<file path="src/hdl/cpu_pkg.sv">
package cpu_pkg;

  localparam int xlen      = 32;
  localparam int reg_count = 32;

  typedef logic [xlen-1:0] word_t;
  typedef logic [4:0]      reg_addr_t;

  localparam word_t reset_pc  = 32'h0000_0000;
  localparam word_t nop_instr = 32'h0000_0013; // addi x0, x0, 0

  typedef enum logic [6:0] {
    op_reg   = 7'b0110011,
    op_imm   = 7'b0010011,
    op_lui   = 7'b0110111,
    op_load  = 7'b0000011,
    op_store = 7'b0100011
  } opcode_e;

  typedef enum logic [3:0] {
    alu_add, alu_sub, alu_and, alu_or, alu_xor,
    alu_sll, alu_srl, alu_sra, alu_slt, alu_sltu
  } alu_op_e;

  typedef struct packed {
    logic    reg_write;
    logic    mem_read;
    logic    mem_write;
    logic    mem_to_reg;
    logic    alu_src;   // operand b from immediate
    alu_op_e alu_op;
  } ctrl_t;

  typedef struct packed {
    word_t instr;
  } if_id_t;

  typedef struct packed {
    ctrl_t     ctrl;
    word_t     rs1_data;
    word_t     rs2_data;
    word_t     imm;
    reg_addr_t rs1;
    reg_addr_t rs2;
    reg_addr_t rd;
  } id_ex_t;

  typedef struct packed {
    ctrl_t     ctrl;
    word_t     alu_result;
    word_t     store_data;
    reg_addr_t rd;
  } ex_mem_t;

  typedef struct packed {
    logic      reg_write;
    reg_addr_t rd;
    word_t     wb_data;
  } mem_wb_t;

endpackage

</file>
<file path="src/hdl/fetch_stage.sv">
module fetch_stage import cpu_pkg::*; (
  input  logic   clk,
  input  logic   rst_n,
  input  logic   mem_wait,
  input  logic   load_stall,
  input  word_t  instr,
  output word_t  instr_addr,
  output if_id_t if_id
);

  word_t pc;
  logic  advance;

  assign advance    = !mem_wait && !load_stall;
  assign instr_addr = pc;

  always_ff @(posedge clk) begin
    if (!rst_n) begin
      pc <= reset_pc;
    end else if (advance) begin
      pc <= pc + 32'd4;
    end
  end

  // if/id keeps the instruction under either stall
  always_ff @(posedge clk) begin
    if (!rst_n) begin
      if_id.instr <= nop_instr;
    end else if (advance) begin
      if_id.instr <= instr;
    end
  end

endmodule

</file>
<file path="src/hdl/register_file.sv">
module register_file import cpu_pkg::*; (
  input  logic      clk,
  input  logic      rst_n,
  input  logic      mem_wait,
  input  mem_wb_t   wb,
  input  reg_addr_t rs1,
  input  reg_addr_t rs2,
  output word_t     rs1_data,
  output word_t     rs2_data
);

  word_t regs [1:reg_count-1]; // x0 not stored

  function automatic word_t read_port(input reg_addr_t idx);
    if (idx == '0) return '0;
    if (wb.reg_write && wb.rd == idx) return wb.wb_data; // write-through
    return regs[idx];
  endfunction

  assign rs1_data = read_port(rs1);
  assign rs2_data = read_port(rs2);

  always_ff @(posedge clk) begin
    if (!rst_n) begin
      for (int i = 1; i < reg_count; i++) regs[i] <= '0;
    end else if (wb.reg_write && !mem_wait && wb.rd != '0) begin
      regs[wb.rd] <= wb.wb_data;
    end
  end

  // a written register reads back unless a newer write targets it
  write_read_back: assert property (@(posedge clk) disable iff (!rst_n)
    wb.reg_write && !mem_wait && wb.rd != '0 |=>
      rs1 != $past(wb.rd) || (wb.reg_write && wb.rd == rs1) ||
      rs1_data == $past(wb.wb_data));

endmodule

</file>
<file path="src/hdl/decode_stage.sv">
module decode_stage import cpu_pkg::*; (
  input  logic      clk,
  input  logic      rst_n,
  input  logic      mem_wait,
  input  if_id_t    if_id,
  input  word_t     rs1_data,
  input  word_t     rs2_data,
  output reg_addr_t rs1,
  output reg_addr_t rs2,
  output logic      load_stall,
  output id_ex_t    id_ex
);

  word_t   instr;
  opcode_e opcode;
  logic    [2:0] funct3;
  logic    alt;      // instr bit 30
  ctrl_t   ctrl;
  word_t   imm;
  id_ex_t  id_ex_next;

  function automatic alu_op_e funct_op(input logic [2:0] f3, input logic sel);
    case (f3)
      3'b000:  return sel ? alu_sub : alu_add;
      3'b001:  return alu_sll;
      3'b010:  return alu_slt;
      3'b011:  return alu_sltu;
      3'b100:  return alu_xor;
      3'b101:  return sel ? alu_sra : alu_srl;
      3'b110:  return alu_or;
      default: return alu_and;
    endcase
  endfunction

  assign instr  = if_id.instr;
  assign opcode = opcode_e'(instr[6:0]);
  assign funct3 = instr[14:12];
  assign alt    = instr[30];

  // unused source fields forced to x0 so they never stall or forward
  assign rs1 = (opcode == op_lui) ? '0 : instr[19:15];
  assign rs2 = (opcode == op_reg || opcode == op_store) ? instr[24:20] : '0;

  always_comb begin
    ctrl = '0;
    ctrl.alu_op = alu_add;
    case (opcode)
      op_reg: begin
        ctrl.reg_write = 1'b1;
        ctrl.alu_op    = funct_op(funct3, alt);
      end
      op_imm: begin
        ctrl.reg_write = 1'b1;
        ctrl.alu_src   = 1'b1;
        ctrl.alu_op    = funct_op(funct3, alt && funct3 == 3'b101); // no subi
      end
      op_lui: begin
        ctrl.reg_write = 1'b1;
        ctrl.alu_src   = 1'b1;  // x0 + upper immediate
      end
      op_load: begin
        ctrl.reg_write  = 1'b1;
        ctrl.mem_read   = 1'b1;
        ctrl.mem_to_reg = 1'b1;
        ctrl.alu_src    = 1'b1;
      end
      op_store: begin
        ctrl.mem_write = 1'b1;
        ctrl.alu_src   = 1'b1;
      end
      default: ;
    endcase
  end

  always_comb begin
    case (opcode)
      op_store: imm = {{20{instr[31]}}, instr[31:25], instr[11:7]};
      op_lui:   imm = {instr[31:12], 12'b0};
      default:  imm = {{20{instr[31]}}, instr[31:20]};
    endcase
  end

  assign load_stall = id_ex.ctrl.mem_read && id_ex.rd != '0 &&
                      (id_ex.rd == rs1 || id_ex.rd == rs2);

  assign id_ex_next = '{ctrl: ctrl, rs1_data: rs1_data, rs2_data: rs2_data,
                        imm: imm, rs1: rs1, rs2: rs2, rd: instr[11:7]};

  always_ff @(posedge clk) begin
    if (!rst_n) begin
      id_ex <= '0;
    end else if (!mem_wait) begin
      id_ex <= load_stall ? '0 : id_ex_next; // bubble on load-use
    end
  end

  // the stalled instruction waits in if/id for its replay
  stalled_instr_held: assert property (@(posedge clk) disable iff (!rst_n)
    load_stall |=> $stable(if_id));

endmodule

</file>
<file path="src/hdl/execute_stage.sv">
module execute_stage import cpu_pkg::*; (
  input  logic    clk,
  input  logic    rst_n,
  input  logic    mem_wait,
  input  id_ex_t  id_ex,
  input  mem_wb_t wb,
  output ex_mem_t ex_mem
);

  word_t   op_a;
  word_t   rs2_fwd;
  word_t   op_b;
  word_t   result;
  logic    [4:0] shamt;
  ex_mem_t ex_mem_next;

  // ex/mem wins over mem/wb, loads in ex/mem are covered by the stall
  function automatic word_t forward(input reg_addr_t rs, input word_t rf_data);
    if (ex_mem.ctrl.reg_write && !ex_mem.ctrl.mem_read &&
        ex_mem.rd != '0 && ex_mem.rd == rs) begin
      return ex_mem.alu_result;
    end
    if (wb.reg_write && wb.rd != '0 && wb.rd == rs) begin
      return wb.wb_data;
    end
    return rf_data;
  endfunction

  assign op_a    = forward(id_ex.rs1, id_ex.rs1_data);
  assign rs2_fwd = forward(id_ex.rs2, id_ex.rs2_data);
  assign op_b    = id_ex.ctrl.alu_src ? id_ex.imm : rs2_fwd;
  assign shamt   = op_b[4:0];

  always_comb begin
    case (id_ex.ctrl.alu_op)
      alu_add:  result = op_a + op_b;
      alu_sub:  result = op_a - op_b;
      alu_and:  result = op_a & op_b;
      alu_or:   result = op_a | op_b;
      alu_xor:  result = op_a ^ op_b;
      alu_sll:  result = op_a << shamt;
      alu_srl:  result = op_a >> shamt;
      alu_sra:  result = $signed(op_a) >>> shamt;
      alu_slt:  result = {{(xlen-1){1'b0}}, $signed(op_a) < $signed(op_b)};
      alu_sltu: result = {{(xlen-1){1'b0}}, op_a < op_b};
      default:  result = '0;
    endcase
  end

  assign ex_mem_next = '{ctrl: id_ex.ctrl, alu_result: result,
                         store_data: rs2_fwd, rd: id_ex.rd};

  always_ff @(posedge clk) begin
    if (!rst_n) begin
      ex_mem <= '0;
    end else if (!mem_wait) begin
      ex_mem <= ex_mem_next;
    end
  end

  // only whole words reach the data port
  store_aligned: assert property (@(posedge clk) disable iff (!rst_n)
    ex_mem.ctrl.mem_write |-> ex_mem.alu_result[1:0] == 2'b00);

endmodule

</file>
<file path="src/hdl/memory_writeback.sv">
module memory_writeback import cpu_pkg::*; (
  input  logic    clk,
  input  logic    rst_n,
  input  logic    mem_wait,
  input  ex_mem_t ex_mem,
  input  word_t   data_rdata,
  output mem_wb_t wb
);

  word_t wb_sel;

  assign wb_sel = ex_mem.ctrl.mem_to_reg ? data_rdata : ex_mem.alu_result;

  always_ff @(posedge clk) begin
    if (!rst_n) begin
      wb <= '0;
    end else if (!mem_wait) begin
      wb <= '{reg_write: ex_mem.ctrl.reg_write, rd: ex_mem.rd, wb_data: wb_sel};
    end
  end

endmodule

</file>
<file path="src/hdl/cpu.sv">
module cpu import cpu_pkg::*; (
  input  logic  clk,
  input  logic  rst_n,
  output word_t instr_addr,
  input  word_t instr,
  output word_t data_addr,
  output word_t data_wdata,
  output logic  data_we,
  output logic  data_re,
  input  word_t data_rdata,
  input  logic  mem_wait
);

  if_id_t    if_id;
  id_ex_t    id_ex;
  ex_mem_t   ex_mem;
  mem_wb_t   wb;
  logic      load_stall;
  reg_addr_t rs1;
  reg_addr_t rs2;
  word_t     rs1_data;
  word_t     rs2_data;

  fetch_stage fetch_i (
    .clk, .rst_n, .mem_wait, .load_stall,
    .instr, .instr_addr, .if_id
  );

  register_file regfile_i (
    .clk, .rst_n, .mem_wait, .wb,
    .rs1, .rs2, .rs1_data, .rs2_data
  );

  decode_stage decode_i (
    .clk, .rst_n, .mem_wait, .if_id,
    .rs1_data, .rs2_data, .rs1, .rs2,
    .load_stall, .id_ex
  );

  execute_stage execute_i (
    .clk, .rst_n, .mem_wait, .id_ex, .wb, .ex_mem
  );

  memory_writeback mem_wb_i (
    .clk, .rst_n, .mem_wait, .ex_mem, .data_rdata, .wb
  );

  // data port straight from ex/mem
  assign data_addr  = ex_mem.alu_result;
  assign data_wdata = ex_mem.store_data;
  assign data_we    = ex_mem.ctrl.mem_write;
  assign data_re    = ex_mem.ctrl.mem_read;

endmodule

</file>
<file path="config.mk">
export PLATFORM = sky130hd
export DESIGN_NAME = cpu
export DESIGN_NICKNAME = d
export VERILOG_FILES = /design/src/hdl/cpu_pkg.sv /design/src/hdl/fetch_stage.sv /design/src/hdl/register_file.sv /design/src/hdl/decode_stage.sv /design/src/hdl/execute_stage.sv /design/src/hdl/memory_writeback.sv /design/src/hdl/cpu.sv
export SDC_FILE = /design/constraint.sdc
export NUM_CORES = 2
export LEC_CHECK = 0
export ABC_AREA = 1
export BUFFER_PORTS_ARGS = -buffer_cell sky130_fd_sc_hd__buf_2
export CORE_ASPECT_RATIO = 0.6
export CORE_MARGIN = 5
export CORE_UTILIZATION = 25
export DETAILED_ROUTE_END_ITERATION = 10
export SKIP_CTS_REPAIR_TIMING = 1
export SLEW_MARGIN = 0
export SYNTH_ARGS = -nofsm -noshare
export SYNTH_HDL_FRONTEND = slang
export SYNTH_SLANG_ARGS = --single-unit
</file>
<file path="constraint.sdc">
create_clock -name clk -period 11.61 [get_ports clk]
set_clock_uncertainty 0.15 [all_clocks]
set_input_delay 2.322 -clock clk [delete_from_list [all_inputs] [get_ports clk]]
set_output_delay 2.322 -clock clk [all_outputs]
set_load 0.005 [all_outputs]
</file>
### Word level (Yosys, flattened, before mapping)

Memory sizes are Yosys's and may differ from the RTL's.
Cells that the tools add are included.

| operators by class | value |
|---|---|
| reduce and logical (&&, ||, !) cells | 30 |
| shift operators | 3 |
| add/sub/neg operators | 3 |
| muxes and demuxes | 53 |
| eq/ne operators | 28 |
| bitwise operators | 3 |
| magnitude comparators | 2 |

Operators by type and width:

| kind | number |
|---|---|
| $mux 32 | 19 |
| $pmux 32 s10 | 1 |
| $mux 120 | 1 |
| $lt 32x32->1 | 2 |
| $pmux 31 s2 | 1 |
| $pmux 4 s7 | 2 |
| $eq 5x5->1 | 8 |
| $add 32x3->32 const B | 1 |
| $add 32x32->32 | 1 |
| $and 32x32->32 | 1 |
| $or 32x32->32 | 1 |
| $reduce_or 32->1 | 1 |
| $shl 32x5->32 | 1 |
| $shr 32x5->32 | 1 |
| $sshr 32x5->32 | 1 |
| $sub 32x32->32 | 1 |
| $xor 32x32->32 | 1 |
| $mux 1 | 25 |
| $eq 7x6->1 const B | 3 |
| $eq 4x3->1 const B | 4 |
| $logic_and 1x1->1 | 15 |
| $mux 5 | 3 |
| $reduce_bool 5->1 | 3 |
| $logic_not 5->1 | 2 |
| other kinds (14) | 23 |

| storage, ports and cells | value |
|---|---|
| memories | 1 |
| output and inout bits | 98 |
| register bits after elaboration | 295 |
| word-level logic and storage cells | 147 |
| input port bits | 67 |
| memory bits (writable) | 992 |

Memory list:

| name | words | bits a word | read ports | clocked after Yosys merged registers in | write ports | line | RTL |
|---|---|---|---|---|---|---|---|
| regfile_i.regs | 31 | 32 | 2 | 0 | 31 | register_file.sv:12 | `word_t regs [1:reg_count-1];` |

### Logic depth before layout (Yosys ltp)

| depth | value |
|---|---|
| depth in word-level cells | 11 |
| mapped depth | 38 |
| gate-level depth less buffers | 34 |

### Cells and area by module

From an unflattened synthesis, not the netlist that was laid out.

| unflattened totals | value |
|---|---|
| cells, all modules | 11579 |
| area, all modules | 82744.4 um2 |

Modules (own cells, without submodules):

| module | sequential area each (um2) | times used | cells an instance | area an instance (um2) |
|---|---|---|---|---|
| register_file | 30749.5 | 1 | 7406 | 58158.3 |
| execute_stage | 1561.5 | 1 | 2581 | 14274.9 |
| decode_stage | 2382.3 | 1 | 893 | 5669.2 |
| fetch_stage | 1241.2 | 1 | 400 | 2786.4 |
| memory_writeback | 760.7 | 1 | 299 | 1855.5 |

### Worst setup path after synthesis

No wires, ideal clock.

| path | value |
|---|---|
| kind | input port to flip-flop |
| from | in mem_wait |
| to | mem regfile_i.regs[10][0] (netlist name), enable pin |
| arrival | 4.314 ns |
| required time | 11.071 ns |
| setup slack | 6.756 ns |
| path buffers | 2 |
| stages | 7 |
| setup time | 0.389 ns |
| path through | clkbuf_1 nor2_1 nand2_1 nor3_1 nand2_1 clkbuf_1 nand2_1 |

RTL lines:

| element | line | RTL |
|---|---|---|
| start: declaration | cpu.sv:11 | `input logic mem_wait` |
| end: declaration | register_file.sv:12 |  |

### Worst setup path after layout

| path | value |
|---|---|
| from | reg, netlist name mem_wb_i.wb[35] |
| to | reg, netlist name execute_i.ex_mem[59] |

| on the way | value |
|---|---|
| longest elaborated chain between the ends | 10 |
| elaborated cells between the ends (all ways) | 26 |
| classes of those cells | add/sub (2); eq/ne (2); shift (3); mux (12); bitwise (3); reduce/logical (4) |

Ends and longest elaborated chain:

| element | line | RTL |
|---|---|---|
| $reduce_bool 5->1 | execute_stage.sv:23 | `if (wb.reg_write && wb.rd != '0 && wb.rd == rs) begin` |
| $logic_and 1x1->1 (2 in series) | execute_stage.sv:23 |  |
| $mux 1 (2 in series) | execute_stage.sv:23 |  |
| $mux 32 | execute_stage.sv:26 | `return rf_data;` |
| $mux 32 | execute_stage.sv:23 |  |
| $mux 32 | execute_stage.sv:31 | `assign op_b = id_ex.ctrl.alu_src ? id_ex.imm : rs2_fwd;` |
| $sub 32x32->32, or another cell as far along | execute_stage.sv:37 | `alu_sub: result = op_a - op_b;` |
| $pmux 32 s10 (*) | execute_stage.sv:35 | `case (id_ex.ctrl.alu_op)` |

Mark *: on every way between the ends. The rest lies on a longest branch, timed or not. The select of a mux whose other input is x is not followed.
A chain may end at the register's enable or synchronous reset.

==> qor.csv <==
metric,value,unit
status,"finished, violations left",
violations,"capacitance limit, slew limit",
required,12080,ps
rr_endpoint,execute_i.ex_mem[59],
cts_buffers,121,
clock.fmax,141,MHz
ys_warn_count,0,
area_growth,10.2,%
cpPeakStageDelay,820,ps
grt_setup_unrepaired,false,
wl_met2,132000,µm
grt_pass1_wl,518000,µm
cts-root-buf,clkbuf_16,
finalNetCount,9969,
path_class,flop to flop,
maxSlewHeadroom,-3.46,%
mostFrequentLayoutCells,"nand2_1, nor2_1, edfxtp_1",
met3_length,70000,µm
hold_class,flop to flop,
core,313000,µm²
final_area,86700,µm²
synth-seq-cells,1315,
setup_viol,0,
grt_pass1_vias,69100,
post-route-period-util,61.0,%
clk_latency,800,ps
cts_htree_levels,3,
vias,78200,
crit_path_frequent_cell,nand2_1,
seq_power_share,44.7,%
r2r-start,mem_wb_i.wb[35],
min_to,decode_i.id_ex[26],
initial_core_util,25.1,%
min-delay-start,decode_i.id_ex[26],
r2r_slack,4530,ps
async_flop_share,0,%
rows,159,
die-area,326000,µm²
combPwrFrac,21.2,%
dr.pass1.iters,7,
hold_viol_final,0,
drtIter0Drc,13600,
tritoncts,yes,
synth_area_per_cell,7.71,µm²
avgRoutedWirePerCell,26.3,µm
place.gp.congestion,1.11,
worstSetupEndpointType,flop,
worstPathArrival,7540,ps
ir_drop,0.116,mV
setup_tns,0,ps
layout_commonest_cell,nand2_1,
ff2ff_path_depth,29,
p_int,7910,µW
met1_length,159000,µm
synth_flop_cell,edfxtp_1,
drc,0,
worst_pin_slew,1540,ps
clockBufferDepth,3,
io_buffers,162,
dpl_cell_area,82800,µm²
gr-usage-all-layers,21.5,%
ios,165,
synth_seq_area_share,46.5,%
drv_cap,1,
routed_wl,371000,µm
grt_max_degree,146,
path_max_fanout,33,
synth-edff-count,1024,
slowest_stage,o21ai_1,
routed_via_density,5.53,
clockPowerShare,34.1,%
drv_slew,2,
die_y,445,µm
die_x,734,µm
hpwlAfterDp,245000,µm
switching_share,34.2,%
antenna_left,0,
p_leak,0.0330,µW
whs_path_depth,2,
maxUsedRoutingLayer,met5,
cts_num_sinks,1315,
final_util,27.7,%
cts.clk_slew.worst_paths,80,ps
startpoint_type,flop,
grt_overflow,0,
power_switching,4120,µW
antenna_found_initial,25,
period_needed,7080,ps
synthesis.area,78700,µm²
drive_above_1_share,7.19,%
syn-instance-count,10200,
synth.distinct_cells,68,
p_per_area,139,nW/µm²
## per-layer routing
layer  vias up  track usage (%)
met1     37200             32.4
met4        36             5.00
met5         -             1.98
met2      6391             26.0
li1      33900                -
met3       696             10.9
## area by class of cell
class                   count  area (µm²)
clock inverters            52         458
fillers                 33800      226000
clock buffers             169        3330
multi-input cells        7194       35400
diodes                     59         148
flip-flops and latches   1315       36600
repair buffers            354        2380
well taps                4186        5240
inverters                 813        3110
## worst max-delay path, delay by kind of cell, from the launching register on
kind / cells / cell delay (ps)
compound gates: 8 / 2260
fa+ha+maj: 1 / 470
buf+inv: 4 / 1330
flops: 1 / 580
simple gates: 16 / 2060
## logic make-up after synthesis
kind of cell	share of synthesized area [%]
fa+ha+maj	1.66
buf+inv	8.97
simple gates	24.0
compound gates	17.4
mux	0.814
other cells	0.00477
xor+xnor	0.657
flops	46.5
## through the flow
stage                     power (µW)  setup WS (ps)  hold WS, ps  cells
after floorplan                 6910           6760          290  10200
after global placement          7860           5170          302  13900
after detailed placement        7850           5080          306  13900
after CTS                      11900           5000          316  14100
after global routing           12300           4270          334  14100
final                          12000           4530          318  14100
## state kept, by name (all words and copies together), names as in the netlist
signal	cells
mem_wb_i.wb	38
decode_i.id_ex	119
fetch_i.if_id	32
regfile_i.regs	1024
fetch_i.instr_addr	30
execute_i.ex_mem	72
## power groups by stage
stage | registers [µW] | clock network [µW] | logic [µW]
after global placement | 5480 | 0 | 2390
final | 5380 | 4100 | 2550
after global routing | 5400 | 4300 | 2650
after detailed placement | 5480 | 0 | 2370
after CTS | 5380 | 4100 | 2380
after floorplan | 5420 | 0 | 1490
## how the worst max path moves through the flow
| stage | depth (start not counted) | slack [ps] | to | from |
|---|---|---|---|---|
| floorplan | 7 | 6760 | regfile_i.regs[10][0] | mem_wait |
| global placement | 29 | 5170 | execute_i.ex_mem[59] | mem_wb_i.wb[35] |
| detailed placement | 29 | 5080 | execute_i.ex_mem[59] | mem_wb_i.wb[35] |
| finish | 29 | 4530 | execute_i.ex_mem[59] | mem_wb_i.wb[35] |
| CTS | 29 | 5000 | execute_i.ex_mem[59] | mem_wb_i.wb[35] |
| global route | 29 | 4270 | execute_i.ex_mem[59] | mem_wb_i.wb[35] |
## cell usage after synthesis (11+ instances only)
master	number	area share, %
mux2i_1	64	0.81
dfxtp_1	291	7.4
a22o_1	30	0.33
nor3_1	79	0.50
xor2_1	41	0.46
buf_4	87	0.83
nand2_1	2234	11
inv_2	20	0.095
buf_1	33	0.16
edfxtp_1	1024	39
o211ai_1	148	1.4
clkbuf_1	624	3.0
a21oi_1	741	4.7
nor2_1	1345	6.4
nand4_1	27	0.21
a32o_1	24	0.31
a211oi_1	75	0.72
nor4_1	16	0.13
nand3_1	815	5.2
o221ai_1	49	0.55
o21ai_1	43	0.27
inv_1	785	3.7
o311ai_0	14	0.16
buf_2	157	1.0
a221oi_1	155	1.7
o21a_1	21	0.20
ha_1	101	1.6
nand2_2	11	0.087
xnor2_1	18	0.20
o22ai_1	152	1.2
or2_2	46	0.37
a31oi_1	52	0.41
o21ai_0	775	4.9
Note: power is estimated with default switching activity, not from simulation.
